**config.mk**
```make
export PLATFORM = sky130hd
export DESIGN_NAME = chiplet_tx_top
export DESIGN_NICKNAME = d
export VERILOG_FILES = /design/src/common/chiplet_pkg.sv /design/src/common/endpoint_if.sv /design/src/common/tx_fsm_if.sv /design/src/hw/chiplet_tx_top.sv /design/src/hw/flit_fifo.sv /design/src/hw/tx_regs.sv /design/src/tx_fsm/tx_fsm.sv /design/src/tx_fsm/crc32_unit.sv
export VERILOG_INCLUDE_DIRS = /design/src /design/src/common
export SDC_FILE = /design/constraint.sdc
export NUM_CORES = 1
export LEC_CHECK = 0
export BUFFER_PORTS_ARGS = -buffer_cell sky130_fd_sc_hd__buf_2
export CORE_ASPECT_RATIO = 1.4
export CORE_UTILIZATION = 48
export DETAILED_ROUTE_END_ITERATION = 16
export GPL_TIMING_DRIVEN = 0
export PLACE_DENSITY = 0.76
export SLEW_MARGIN = 20
export SYNTH_ARGS = -nofsm -noshare
export SYNTH_HDL_FRONTEND = slang
export SYNTH_HIERARCHICAL = 1
export SYNTH_SLANG_ARGS = --single-unit
```
**constraint.sdc**
```tcl
create_clock -name clk -period 8.75 [get_ports clk]
set_input_delay 2.1875 -clock clk [delete_from_list [all_inputs] [get_ports clk]]
set_output_delay 2.1875 -clock clk [all_outputs]
set_load 0.005 [all_outputs]
```
**src/common/chiplet_cfg.svh**
```systemverilog
`ifndef CHIPLET_CFG_SVH
`define CHIPLET_CFG_SVH

`define NUM_MSGS      4         // Outstanding packet ids
`define DEPTH         8         // Flit FIFO and downstream buffer depth
`define NODE_ID_W     4

// Register map
`define CTRL_ADDR     32'h1000
`define TX_SEND_ADDR  32'h1004
`define NODE_ADDR     32'h1008
`define STATUS_ADDR   32'h100C

`endif
```
**src/common/chiplet_pkg.sv**
```systemverilog
`include "chiplet_cfg.svh"

package chiplet_pkg;

    typedef enum logic [3:0] {
        FMT_SWITCH_CFG = 4'h0,
        FMT_LONG_READ  = 4'h1,
        FMT_LONG_WRITE = 4'h2,
        FMT_MEM_RESP   = 4'h3
    } format_e;

    typedef struct packed {
        format_e     format;      // Top nibble
        logic [19:0] opaque;
        logic [7:0]  num_words;   // Data words after the header
    } long_hdr_t;

    typedef logic [$clog2(`NUM_MSGS)-1:0] pkt_id_t;
    typedef logic [`NODE_ID_W-1:0]        node_id_t;
    typedef logic [8:0]                   pkt_len_t;   // 255 words + header + CRC

    typedef struct packed {
        logic     vc;
        pkt_id_t  id;
        node_id_t req;
    } flit_meta_t;

    typedef struct packed {
        flit_meta_t  metadata;
        logic [31:0] payload;
    } flit_t;

    // Total flits the header announces
    function automatic pkt_len_t expected_num_flits(input long_hdr_t hdr);
        if (hdr.format == FMT_SWITCH_CFG) begin
            return pkt_len_t'(1);
        end
        return pkt_len_t'(hdr.num_words) + pkt_len_t'(2);
    endfunction

endpackage

```
**src/common/endpoint_if.sv**
```systemverilog
`timescale 1ns/1ps

interface endpoint_if import chiplet_pkg::*; ();
    logic  push;
    flit_t flit;
    logic  full;
    logic  buffer_available;     // Credit return from the switch

    modport fsm (
        output push, flit,
        input  full, buffer_available
    );

    modport fifo (
        input  push, flit,
        output full
    );
endinterface

```
**src/common/tx_fsm_if.sv**
```systemverilog
`timescale 1ns/1ps

interface tx_fsm_if import chiplet_pkg::*; ();
    logic        start;      // CTRL write, packet id in wdata
    logic        wen;        // TX_DATA write
    logic [31:0] wdata;
    node_id_t    node_id;
    logic        sending;
    logic        busy;       // Hold off TX_DATA writes

    modport regs (
        output start, wen, wdata, node_id,
        input  sending, busy
    );

    modport fsm (
        input  start, wen, wdata, node_id,
        output sending, busy
    );
endinterface

```
**src/hw/chiplet_tx_top.sv**
```systemverilog
`timescale 1ns/1ps

module chiplet_tx_top import chiplet_pkg::*; (
    input  logic        clk,
    input  logic        n_rst,
    // AXI4-Lite slave
    input  logic [31:0] awaddr,
    input  logic        awvalid,
    output logic        awready,
    input  logic [31:0] wdata,
    input  logic [3:0]  wstrb,
    input  logic        wvalid,
    output logic        wready,
    output logic [1:0]  bresp,
    output logic        bvalid,
    input  logic        bready,
    input  logic [31:0] araddr,
    input  logic        arvalid,
    output logic        arready,
    output logic [31:0] rdata,
    output logic [1:0]  rresp,
    output logic        rvalid,
    input  logic        rready,
    // Toward the switch
    output logic        flit_valid,
    input  logic        flit_ready,
    output flit_t       flit_data,
    input  logic        buffer_available
);
    tx_fsm_if   tx_if ();
    endpoint_if ep_if ();

    assign ep_if.buffer_available = buffer_available;

    tx_regs regs_i (
        .clk(clk), .n_rst(n_rst),
        .awaddr(awaddr), .awvalid(awvalid), .awready(awready),
        .wdata(wdata), .wstrb(wstrb), .wvalid(wvalid), .wready(wready),
        .bresp(bresp), .bvalid(bvalid), .bready(bready),
        .araddr(araddr), .arvalid(arvalid), .arready(arready),
        .rdata(rdata), .rresp(rresp), .rvalid(rvalid), .rready(rready),
        .tx_if(tx_if.regs)
    );

    tx_fsm fsm_i (.clk(clk), .n_rst(n_rst), .tx_if(tx_if.fsm), .ep_if(ep_if.fsm));

    flit_fifo fifo_i (
        .clk(clk), .n_rst(n_rst), .ep_if(ep_if.fifo),
        .flit_valid(flit_valid), .flit_ready(flit_ready), .flit_data(flit_data)
    );

endmodule

```
**src/hw/flit_fifo.sv**
```systemverilog
`timescale 1ns/1ps
`include "chiplet_cfg.svh"

module flit_fifo import chiplet_pkg::*; (
    input  logic     clk,
    input  logic     n_rst,
    endpoint_if.fifo ep_if,
    output logic     flit_valid,
    input  logic     flit_ready,
    output flit_t    flit_data
);
    localparam int             PTR_W    = $clog2(`DEPTH);
    localparam logic [PTR_W:0] FULL_CNT = `DEPTH;

    flit_t            mem [`DEPTH];
    logic [PTR_W-1:0] wr_ptr, rd_ptr;
    logic [PTR_W:0]   count;
    logic             out_free, mem_empty, bypass, mem_wr, mem_rd;

    assign out_free   = !flit_valid || flit_ready;   // Output register can load
    assign mem_empty  = count == '0;
    assign bypass     = ep_if.push && mem_empty && out_free;
    assign mem_wr     = ep_if.push && !bypass;
    assign mem_rd     = out_free && !mem_empty;
    assign ep_if.full = count == FULL_CNT;

    always_ff @(posedge clk, negedge n_rst) begin
        if (!n_rst) begin
            wr_ptr     <= '0;
            rd_ptr     <= '0;
            count      <= '0;
            flit_valid <= 1'b0;
        end else begin
            if (mem_wr) wr_ptr <= wr_ptr + 1'b1;
            if (mem_rd) rd_ptr <= rd_ptr + 1'b1;
            count <= count + (PTR_W+1)'(mem_wr) - (PTR_W+1)'(mem_rd);
            if (out_free) begin
                flit_valid <= !mem_empty || ep_if.push;
            end
        end
    end

    always_ff @(posedge clk) begin
        if (mem_wr) begin
            mem[wr_ptr] <= ep_if.flit;
        end
        if (mem_rd) begin
            flit_data <= mem[rd_ptr];     // Oldest entry first
        end else if (bypass) begin
            flit_data <= ep_if.flit;
        end
    end

endmodule

```
**src/hw/tx_regs.sv**
```systemverilog
`timescale 1ns/1ps
`include "chiplet_cfg.svh"

module tx_regs import chiplet_pkg::*; (
    input  logic        clk,
    input  logic        n_rst,
    input  logic [31:0] awaddr,
    input  logic        awvalid,
    output logic        awready,
    input  logic [31:0] wdata,
    input  logic [3:0]  wstrb,
    input  logic        wvalid,
    output logic        wready,
    output logic [1:0]  bresp,
    output logic        bvalid,
    input  logic        bready,
    input  logic [31:0] araddr,
    input  logic        arvalid,
    output logic        arready,
    output logic [31:0] rdata,
    output logic [1:0]  rresp,
    output logic        rvalid,
    input  logic        rready,
    tx_fsm_if.regs      tx_if
);
    localparam logic [1:0] RESP_OKAY   = 2'b00;
    localparam logic [1:0] RESP_SLVERR = 2'b10;

    node_id_t    node_id;
    logic        wr_data_hit;
    logic        wr_accept;
    logic        ar_accept;
    logic [31:0] rd_value;

    function automatic logic is_mapped(input logic [31:0] addr);
        return addr == `CTRL_ADDR || addr == `TX_SEND_ADDR ||
               addr == `NODE_ADDR || addr == `STATUS_ADDR;
    endfunction

    // ************************************************************************
    // Write channel
    // ************************************************************************
    assign wr_data_hit = awaddr == `TX_SEND_ADDR;
    assign wr_accept   = awvalid && wvalid && !bvalid && !(wr_data_hit && tx_if.busy);
    assign awready     = wr_accept;
    assign wready      = wr_accept;

    assign tx_if.start   = wr_accept && awaddr == `CTRL_ADDR;
    assign tx_if.wen     = wr_accept && wr_data_hit;
    assign tx_if.wdata   = wdata;
    assign tx_if.node_id = node_id;

    always_ff @(posedge clk, negedge n_rst) begin
        if (!n_rst) begin
            bvalid  <= 1'b0;
            node_id <= '0;
        end else begin
            if (wr_accept) begin
                bvalid <= 1'b1;
            end else if (bready) begin
                bvalid <= 1'b0;
            end
            if (wr_accept && awaddr == `NODE_ADDR && wstrb[0]) begin
                node_id <= node_id_t'(wdata);
            end
        end
    end

    always_ff @(posedge clk) begin
        if (wr_accept) begin
            bresp <= is_mapped(awaddr) ? RESP_OKAY : RESP_SLVERR;
        end
    end

    // ************************************************************************
    // Read channel
    // ************************************************************************
    assign ar_accept = arvalid && !rvalid;
    assign arready   = ar_accept;

    always_comb begin
        case (araddr)
            `NODE_ADDR:   rd_value = 32'(node_id);
            `STATUS_ADDR: rd_value = {30'd0, tx_if.busy, tx_if.sending};
            default:      rd_value = '0;   // Unmapped reads zero too
        endcase
    end

    always_ff @(posedge clk, negedge n_rst) begin
        if (!n_rst) begin
            rvalid <= 1'b0;
        end else if (ar_accept) begin
            rvalid <= 1'b1;
        end else if (rready) begin
            rvalid <= 1'b0;
        end
    end

    always_ff @(posedge clk) begin
        if (ar_accept) begin
            rdata <= rd_value;
            rresp <= is_mapped(araddr) ? RESP_OKAY : RESP_SLVERR;
        end
    end

endmodule

```
**src/tx_fsm/tx_fsm.sv**
```systemverilog
`timescale 1ns/1ps
`include "chiplet_cfg.svh"

module tx_fsm import chiplet_pkg::*; (
    input logic     clk,
    input logic     n_rst,
    tx_fsm_if.fsm   tx_if,
    endpoint_if.fsm ep_if
);
    localparam int CREDIT = 3 * `DEPTH / 4;
    localparam int SEND_W = $clog2(CREDIT + 1);

    typedef enum logic [2:0] {
        IDLE, HEADER, CRC, SEND_PKT, SEND_CRC
    } state_e;

    state_e            state, next_state;
    pkt_id_t           pkt_id;
    pkt_len_t          len_left;     // Flits still to push, CRC included
    logic [31:0]       data_store;   // Word waiting on its CRC update
    logic              crc_ok;
    logic [SEND_W-1:0] send_cnt;
    long_hdr_t         hdr;
    flit_t             flit;
    logic              is_cfg, can_push, push, busy;
    logic              crc_clear, crc_update, crc_done;
    logic [31:0]       crc_out;

    crc32_unit crc_i (
        .clk    (clk),
        .n_rst  (n_rst),
        .clear  (crc_clear),
        .update (crc_update),
        .data_in(tx_if.wdata),
        .crc_out(crc_out),
        .done   (crc_done)
    );

    assign hdr        = long_hdr_t'(tx_if.wdata);
    assign is_cfg     = hdr.format == FMT_SWITCH_CFG;
    assign can_push   = !ep_if.full && send_cnt < SEND_W'(CREDIT);
    assign crc_clear  = state == IDLE;
    assign crc_update = tx_if.wen && ((state == HEADER && !is_cfg) || state == SEND_PKT);

    assign tx_if.sending = state != IDLE;
    assign tx_if.busy    = busy;
    assign ep_if.push    = push;
    assign ep_if.flit    = flit;

    always_comb begin
        next_state            = state;
        push                  = 1'b0;
        busy                  = 1'b0;
        flit.metadata.vc      = 1'b0;   // Single VC
        flit.metadata.id      = pkt_id;
        flit.metadata.req     = tx_if.node_id;
        flit.payload          = data_store;

        case (state)
            IDLE: begin
                if (tx_if.start) begin
                    next_state = HEADER;
                end
            end
            HEADER: begin
                busy         = !can_push;   // Switch cfg goes out in the wen cycle
                flit.payload = tx_if.wdata;
                if (tx_if.wen && can_push) begin
                    push       = is_cfg;
                    next_state = is_cfg ? IDLE : CRC;
                end
            end
            CRC: begin
                busy = 1'b1;
                if ((crc_ok || crc_done) && can_push) begin
                    push       = 1'b1;
                    next_state = (len_left == pkt_len_t'(2)) ? SEND_CRC : SEND_PKT;
                end
            end
            SEND_PKT: begin
                if (tx_if.wen) begin
                    next_state = CRC;
                end
            end
            SEND_CRC: begin
                busy         = 1'b1;
                flit.payload = crc_out;
                if (can_push) begin
                    push       = 1'b1;
                    next_state = IDLE;
                end
            end
            default: next_state = IDLE;
        endcase
    end

    always_ff @(posedge clk, negedge n_rst) begin
        if (!n_rst) begin
            state    <= IDLE;
            pkt_id   <= '0;
            len_left <= '0;
            crc_ok   <= 1'b0;
            send_cnt <= '0;
        end else begin
            state <= next_state;
            if (state == IDLE && tx_if.start) begin
                pkt_id <= pkt_id_t'(tx_if.wdata);
            end
            if (state == HEADER && crc_update) begin
                len_left <= expected_num_flits(hdr);
            end else if (push && state != HEADER) begin
                len_left <= len_left - pkt_len_t'(1);
            end
            if (push) begin
                crc_ok <= 1'b0;
            end else if (crc_done) begin
                crc_ok <= 1'b1;                  // Credit or FIFO stalled the push
            end
            if (ep_if.buffer_available) begin
                send_cnt <= push ? SEND_W'(1) : '0;
            end else if (push) begin
                send_cnt <= send_cnt + SEND_W'(1);
            end
        end
    end

    always_ff @(posedge clk) begin
        if (crc_update) begin
            data_store <= tx_if.wdata;
        end
    end

endmodule

```
**src/tx_fsm/crc32_unit.sv**
```systemverilog
`timescale 1ns/1ps

module crc32_unit (
    input  logic        clk,
    input  logic        n_rst,
    input  logic        clear,
    input  logic        update,
    input  logic [31:0] data_in,
    output logic [31:0] crc_out,
    output logic        done
);
    localparam logic [31:0] POLY = 32'h04C1_1DB7;

    logic [23:0] rest;        // Bytes not yet folded in
    logic [1:0]  byte_cnt;
    logic        running;
    logic [7:0]  cur_byte;

    // One byte, MSB first, no reflection
    function automatic logic [31:0] crc_byte(input logic [31:0] crc, input logic [7:0] b);
        logic [31:0] c;
        c = crc ^ {b, 24'd0};
        for (int i = 0; i < 8; i++) begin
            c = c[31] ? ((c << 1) ^ POLY) : (c << 1);
        end
        return c;
    endfunction

    assign cur_byte = running ? rest[23:16] : data_in[31:24];

    always_ff @(posedge clk, negedge n_rst) begin
        if (!n_rst) begin
            crc_out  <= '1;
            running  <= 1'b0;
            byte_cnt <= '0;
            done     <= 1'b0;
        end else if (clear) begin
            crc_out  <= '1;
            running  <= 1'b0;
            byte_cnt <= '0;
            done     <= 1'b0;
        end else begin
            done <= running && byte_cnt == 2'd3;
            if (running || update) begin
                crc_out  <= crc_byte(crc_out, cur_byte);
                byte_cnt <= byte_cnt + 2'd1;
                running  <= !(running && byte_cnt == 2'd3);
            end
        end
    end

    always_ff @(posedge clk) begin
        if (running) begin
            rest <= {rest[15:0], 8'd0};
        end else if (update) begin
            rest <= data_in[23:0];
        end
    end

endmodule

```
==> results.json, run 1 <==
{
  "cts_tree": "done",
  "pwr-share-clk_pct": 32.9,
  "synthCells": 1470,
  "place_inst": 2218,
  "drc": 0,
  "stdcell_area_um2": 25030,
  "r2r_end": "fifo_i/mem[4][16]",
  "syn_area_um2": 21660,
  "die_area_um2": 45980,
  "grt_start_max_net_pins": 52,
  "timing_worst_setup_path_type": "in -> out",
  "grt_pass1_wl_um": 78230,
  "fin_cells": 2298,
  "grt_pass1_vias": 13464,
  "routed_wl_um": 51830,
  "drv_slew": 0,
  "hp-class": "reg -> reg",
  "wl_per_cell_um": 22.55,
  "start_util_pct": 48.90,
  "drt-pass1-iter-count": 5,
  "vias_per_cell": 5.702,
  "max_stage_delay_ns": 0.45,
  "avgSynthCellArea_um2": 14.73,
  "routabilityCongestion": 0.8902,
  "hp-start": "fsm_i/crc_i/rest[7]",
  "period_share_pct": 68.41,
  "chipHeight_um": 253.3,
  "cts_sinks": 484,
  "max_slew.worst_pin.slew_ns": 0.8903,
  "io_buffer_count": 128,
  "grt-ovfl-total": 0,
  "crit_family": "simple AND/OR/NAND/NOR gates",
  "combPwrFrac_pct": 24.1,
  "synthArstFlopShare_pct": 14.67,
  "arrival_ns": 3.80,
  "fin_nets": 1830,
  "cts_buffers": 45,
  "synth_most_common_cell": "edfxtp_1",
  "synthTopCellsByArea": "edfxtp_1 (56%), dfrtp_1 (4.5%), mux2_2 (4.4%)",
  "final_core_util_pct": 56.52,
  "clk_latency_ns": 0.55,
  "hold_viol": 0,
  "vias": 13103,
  "cts_resized": 0,
  "core-area_um2": 44290,
  "cellPowerDensity_nw_per_um2": 244.5,
  "outcome": "complete, no violations",
  "yosysTopAreaCell": "edfxtp_1",
  "dp_hpwl_um": 36900,
  "synth-seq-area-share_pct": 65.28,
  "critical_path_buf_inv_count": 3,
  "r2r_start": "fifo_i/count[2]",
  "finalClockSkew_ns": 0.01055,
  "crit_path_end_kind": "output pin",
  "min_period_ns": 5.986,
  "post_synth_num_cell_types": 87,
  "synth_top_area_share_pct": 56.16,
  "ir_worst_vdd_mv": 0.1400,
  "r2r_setup_slack_ns": 4.03,
  "setup_violations": 0,
  "crit_chain": "buf_2 -> nor4_1 -> nand4_1 -> nor4_1 -> nor2_1 -> buf_4 -> buf_2",
  "min_to": "fsm_i/crc_i/rest[7]",
  "crit_fanout": 3,
  "holdPathStages": 2,
  "ys_top_cells_by_count": "edfxtp_1 (405), mux2i_1 (95), mux2_2 (85)",
  "drive_gt1_share_pct": 30.06,
  "synth_edf_count": 405,
  "switching_share_pct": 27.63,
  "cts_root_buffer": "clkbuf_16",
  "drt-initial-drc-count": 1097,
  "n_antenna_cell": 0,
  "worstPathRequired_ns": 6.56,
  "crit_slowest_cell": "nor4_1",
  "synthFlopType": "edfxtp_1",
  "seqPwrFrac_pct": 43.0,
  "die_x_um": 181.5,
  "internal-power_w": 0.004429,
  "post_cts_buffers": 0,
  "yosys_warnings": 6,
  "p_leak_nw": 9.231,
  "place_area_um2": 23520,
  "track_usage_pct": 22.66,
  "htree_levels": 2,
  "rsz0062_at_grt": "no",
  "reg2reg_depth": 18,
  "placementRows": 91,
  "max_clock_freq_mhz": 167.1,
  "power_w": 0.006120,
  "clkTransAtPathRegs_ns": 0.07,
  "io_pins": 190,
  "p_sw_w": 0.001691,
  "areaGrowthSynthToFinish_pct": 15.59,
  "clockBufferDepth": 3,
  "grt_antenna_before_repair": 0,
  "maxCapViolations": 0,
  "ant_nets": 0,
  "slew_headroom_pct": 40.65,
  "startpoint_type": "primary input",
  "ctsHoldBuffers": 0,
  "tns_ns": 0,
  "synth-seq-cells": 484
}
==> cell type report <==
| cell class | count | area [µm²] |
|---|---|---|
| multi-input cells | 853 | 6641 |
| inverters | 14 | 52.55 |
| fillers | 3390 | 19260 |
| clock inverters | 29 | 350.3 |
| repair buffers | 161 | 1001 |
| plain buffers | 148 | 992.2 |
| clock buffers | 51 | 1159 |
| flip-flops and latches | 484 | 14140 |
| well taps | 558 | 698.2 |
==> tightest hold or removal path: stages (launching register included) <==
cell,delay [ns]
dfxtp_1,0.33
mux2i_1,0.06
nor2_1,0.07
==> worst max-delay path by stage <==
stage | start | to | slack [ns] | cells after the start
finish | awaddr[20] | wready | 2.76 | 7
global route | awaddr[20] | fifo_i/mem[4][14] | 2.66 | 13
CTS | awaddr[20] | wready | 2.80 | 7
detailed placement | awaddr[20] | fifo_i/mem[4][16] | 2.31 | 13
global placement | awaddr[20] | fifo_i/mem[0][8] | -3.36 | 10
floorplan | awaddr[20] | fifo_i/mem[0][0] | 0.31 | 9
==> registers in the layout, summed over array words and instances (netlist names), 2 cells and up <==
| register | cells |
|---|---|
| fsm_i/crc_i/rest | 24 |
| fsm_i/crc_i/byte_cnt | 2 |
| fsm_i/send_cnt | 3 |
| regs_i/rdata | 4 |
| fifo_i/mem | 312 |
| fsm_i/state | 3 |
| fsm_i/len_left | 9 |
| fifo_i/rd_ptr | 3 |
| fifo_i/count | 4 |
| regs_i/tx_if.node_id | 4 |
| fsm_i/pkt_id | 2 |
| fsm_i/crc_i/crc_out | 32 |
| fifo_i/flit_data | 39 |
| fsm_i/data_store | 32 |
| fifo_i/wr_ptr | 3 |
==> power groups by stage <==
stage	clock (W)	sequential, W	combinational (W)
finish	0.00201	0.00263	0.00148
global route	0.00212	0.00264	0.00155
CTS	0.00204	0.00263	0.00148
detailed placement	0	0.00268	0.00146
global placement	0	0.00268	0.00142
floorplan	0	0.00269	0.000989
==> per-stage QoR <==
step | hold WS, ns | setup WS, ns
after global routing | 0.5257 | 2.659
after global placement | 0.4736 | -3.360
after floorplan | 0.4608 | 0.3051
final | 0.4963 | 2.764
after detailed placement | 0.4854 | 2.309
after CTS | 0.5034 | 2.805
==> cell usage in the layout, fill, tap and decap left out, drive strengths merged, types with 5 or more instances in the layout <==
| cell type | instances |
|---|---|
| nor2b | 5 |
| bufinv | 8 |
| or3 | 5 |
| or2 | 13 |
| a22o | 53 |
| mux2 | 86 |
| nand2 | 85 |
| mux2i | 99 |
| dfstp | 32 |
| conb | 31 |
| o22ai | 41 |
| clkinv | 17 |
| dfrtp | 39 |
| o31ai | 39 |
| xor2 | 34 |
| inv | 14 |
| xnor2 | 50 |
| nand3 | 11 |
| a21oi | 36 |
| ha | 13 |
| a211o | 7 |
| nand4 | 6 |
| a22oi | 33 |
| o21ai | 56 |
| clkbuf | 90 |
| nand2b | 10 |
| nor3b | 5 |
| nor3 | 20 |
| nor4 | 18 |
| buf | 270 |
| nor2 | 59 |
| edfxtp | 405 |
| dfxtp | 8 |
==> metal layers <==
| metal | track usage [%] | vias to the layer above | part of all wire [%] |
|---|---|---|---|
| li1 | - | 5962 | - |
| met2 | 41.60 | 480 | 53 |
| met1 | 26.08 | 6539 | 37 |
| met4 | 10.15 | 0 | 4.0 |
| met3 | 3.265 | 122 | 5.3 |
| met5 | 0 | - | 0 |
==> cell families after synthesis <==
logic type	after synthesis	share of synthesized area, %
adder cells (fa/ha/maj)	14	0.8435
multiplexers	185	9.174
buffers and inverters	162	4.818
flip-flops	484	65.28
AND/OR/NAND/NOR	251	5.916
other	2	0.03468
XOR/XNOR	88	4.651
AO/OA/AOI/OAI	284	9.278
Note: power is estimated with default switching activity, not from simulation.
==> inputs of run 2 (changes only) <==
- PLACE_DENSITY: 0.76 -> 0.79
- clock period: 8.75 -> 4.8 ns (I/O delays scaled with it)
==> run 2 against run 1 <==
Via count shrank 0.31%. Final area is essentially flat. Largest power group unchanged. Clock-buffer cell count grew 2. First-iteration DRC count shrank 8.0%.
==> results.json, run 2 (same netlist as run 1, synthesis figures left out) <==
{
  "outcome": "complete, no violations",
  "period_share_pct": 96.50,
  "max_clock_freq_mhz": 215.9,
  "holdPathStages": 1,
  "drt-initial-drc-count": 1009,
  "die_area_um2": 45980,
  "maxCapViolations": 0,
  "combPwrFrac_pct": 24.3,
  "crit_path_end_kind": "register",
  "cts_resized": 0,
  "tns_ns": 0,
  "layout_commonest_cell": "edfxtp_1",
  "place_inst": 2207,
  "cts_sinks": 484,
  "dp_hpwl_um": 36540,
  "ctsHoldBuffers": 0,
  "fin_cells": 2289,
  "drv_slew": 0,
  "io_pins": 190,
  "switching_share_pct": 27.86,
  "cts_root_buffer": "clkbuf_16",
  "placementRows": 91,
  "timing_worst_setup_path_type": "in -> reg",
  "wl_per_cell_um": 22.79,
  "slew_headroom_pct": 31.10,
  "p_sw_w": 0.003073,
  "reg2reg_depth": 16,
  "final_cell_mix": "edfxtp_1 (405), buf_2 (141), mux2i_1 (95), mux2_2 (85), nand2_1 (84)",
  "drc": 0,
  "clockBufferDepth": 3,
  "p_leak_nw": 9.184,
  "io_buffer_count": 128,
  "min_period_ns": 4.632,
  "routed_wl_um": 52180,
  "cts_tree": "done",
  "r2r_setup_slack_ns": 0.26,
  "clkTransAtPathRegs_ns": 0.06,
  "hold_viol": 0,
  "reg_top3": "fifo_i/mem: 312 flops, fifo_i/flit_data: 39 flops",
  "htree_levels": 2,
  "arrival_ns": 4.88,
  "ant_nets": 0,
  "r2r_end": "fifo_i/mem[5][6]",
  "core-area_um2": 44290,
  "startpoint_type": "primary input",
  "crit_fanout": 21,
  "crit_path_start": "awaddr[21]",
  "r2r_start": "fifo_i/count[2]",
  "worstPathRequired_ns": 5.05,
  "hp-start": "regs_i/rvalid",
  "finalClockSkew_ns": 0.02158,
  "cts_buffers": 44,
  "pwr-share-clk_pct": 32.2,
  "grt-ovfl-total": 0,
  "ir_worst_vdd_mv": 0.2883,
  "drive_gt1_share_pct": 29.54,
  "hp-class": "reg -> reg",
  "chipHeight_um": 253.3,
  "internal-power_w": 0.007958,
  "seqPwrFrac_pct": 43.5,
  "start_util_pct": 48.90,
  "grt_pass1_wl_um": 77160,
  "vias": 13063,
  "track_usage_pct": 22.42,
  "grt_antenna_before_repair": 0,
  "fin_nets": 1819,
  "vias_per_cell": 5.707,
  "max_slew.worst_pin.slew_ns": 1.033,
  "areaGrowthSynthToFinish_pct": 15.55,
  "die_x_um": 181.5,
  "clk_latency_ns": 0.56,
  "grt_start_max_net_pins": 53,
  "routabilityCongestion": 0.9254,
  "grt_pass1_vias": 13433,
  "regMostFlops": "fifo_i/mem",
  "drt-pass1-iter-count": 5,
  "largest_reg_flops": 312,
  "setup_violations": 0,
  "post_cts_buffers": 0,
  "min_to": "regs_i/rvalid",
  "cellPowerDensity_nw_per_um2": 440.8
}
## run 2: cell count changes in the layout (fill, tap and decap cells not counted), sizes merged
| cell | delta |
|---|---|
| inv | +4 |
| clkbuf | +2 |
| bufinv | -2 |
| buf | -11 |
| o2111a | +1 |
| clkinvlp | -4 |
| diode | +1 |
## run 2: worst max-delay path: stages
cell and delay [ns]:
buf_2 0.10, nor4_1 0.28, nand4_1 0.26, or3_4 0.42
nor4_4 0.55, a32o_2 0.31, and3_1 0.16, buf_4 0.19
o211ai_1 0.36, nor2_4 0.74, buf_12 0.28
## run 2: power groups by stage
stage | clock [W] | combinational, W | sequential [W]
floorplan | 0 | 0.00180 | 0.00490
global placement | 0 | 0.00259 | 0.00489
detailed placement | 0 | 0.00266 | 0.00489
CTS | 0.00360 | 0.00268 | 0.00480
global route | 0.00374 | 0.00282 | 0.00481
finish | 0.00355 | 0.00268 | 0.00480
## run 2: layout make-up
type	instances	area [µm²]
fillers	3402	19270
flip-flops and latches	484	14140
multi-input cells	854	6696
clock buffers	53	1156
repair buffers	150	992.2
plain buffers	148	992.2
well taps	558	698.2
clock inverters	27	295.3
inverters	14	52.55
diodes	1	2.502
## run 2: worst max path at each step
stage | depth (start not counted) | slack, ns | to
2_1_floorplan | 9 | -0.39 | fifo_i/mem[7][0]
3_3_place_gp | 10 | -2.26 | fifo_i/mem[5][10]
3_5_place_dp | 11 | -0.35 | fsm_i/crc_i/crc_out[28]
4_1_cts | 11 | 0.22 | fsm_i/crc_i/crc_out[28]
5_1_grt | 12 | -0.02 | fifo_i/mem[4][6]
6_report | 11 | 0.17 | fifo_i/mem[5][6]
## run 2: through the flow
stage | setup WS [ns] | power [W] | instance area [µm²] | util (%) | hold WS [ns]
after global routing | -0.02286 | 0.01138 | 25020 | 56.49 | 0.5170
after global placement | -2.262 | 0.007474 | 23150 | 52.27 | 0.4750
after detailed placement | -0.3451 | 0.007548 | 23560 | 53.19 | 0.4847
after floorplan | -0.3902 | 0.006705 | 21810 | - | 0.4608
final | 0.1680 | 0.01103 | 25020 | 56.50 | 0.5055
after CTS | 0.2161 | 0.01108 | 25010 | 56.46 | 0.4943
## run 2: per-layer routing
layer	vias to the layer above	GRT usage, %	wire, µm
li1	5925	-	-
met1	6470	25.56	19130
met2	524	41.05	27400
met3	144	2.977	2967
met4	0	11.31	2671
met5	-	0	0
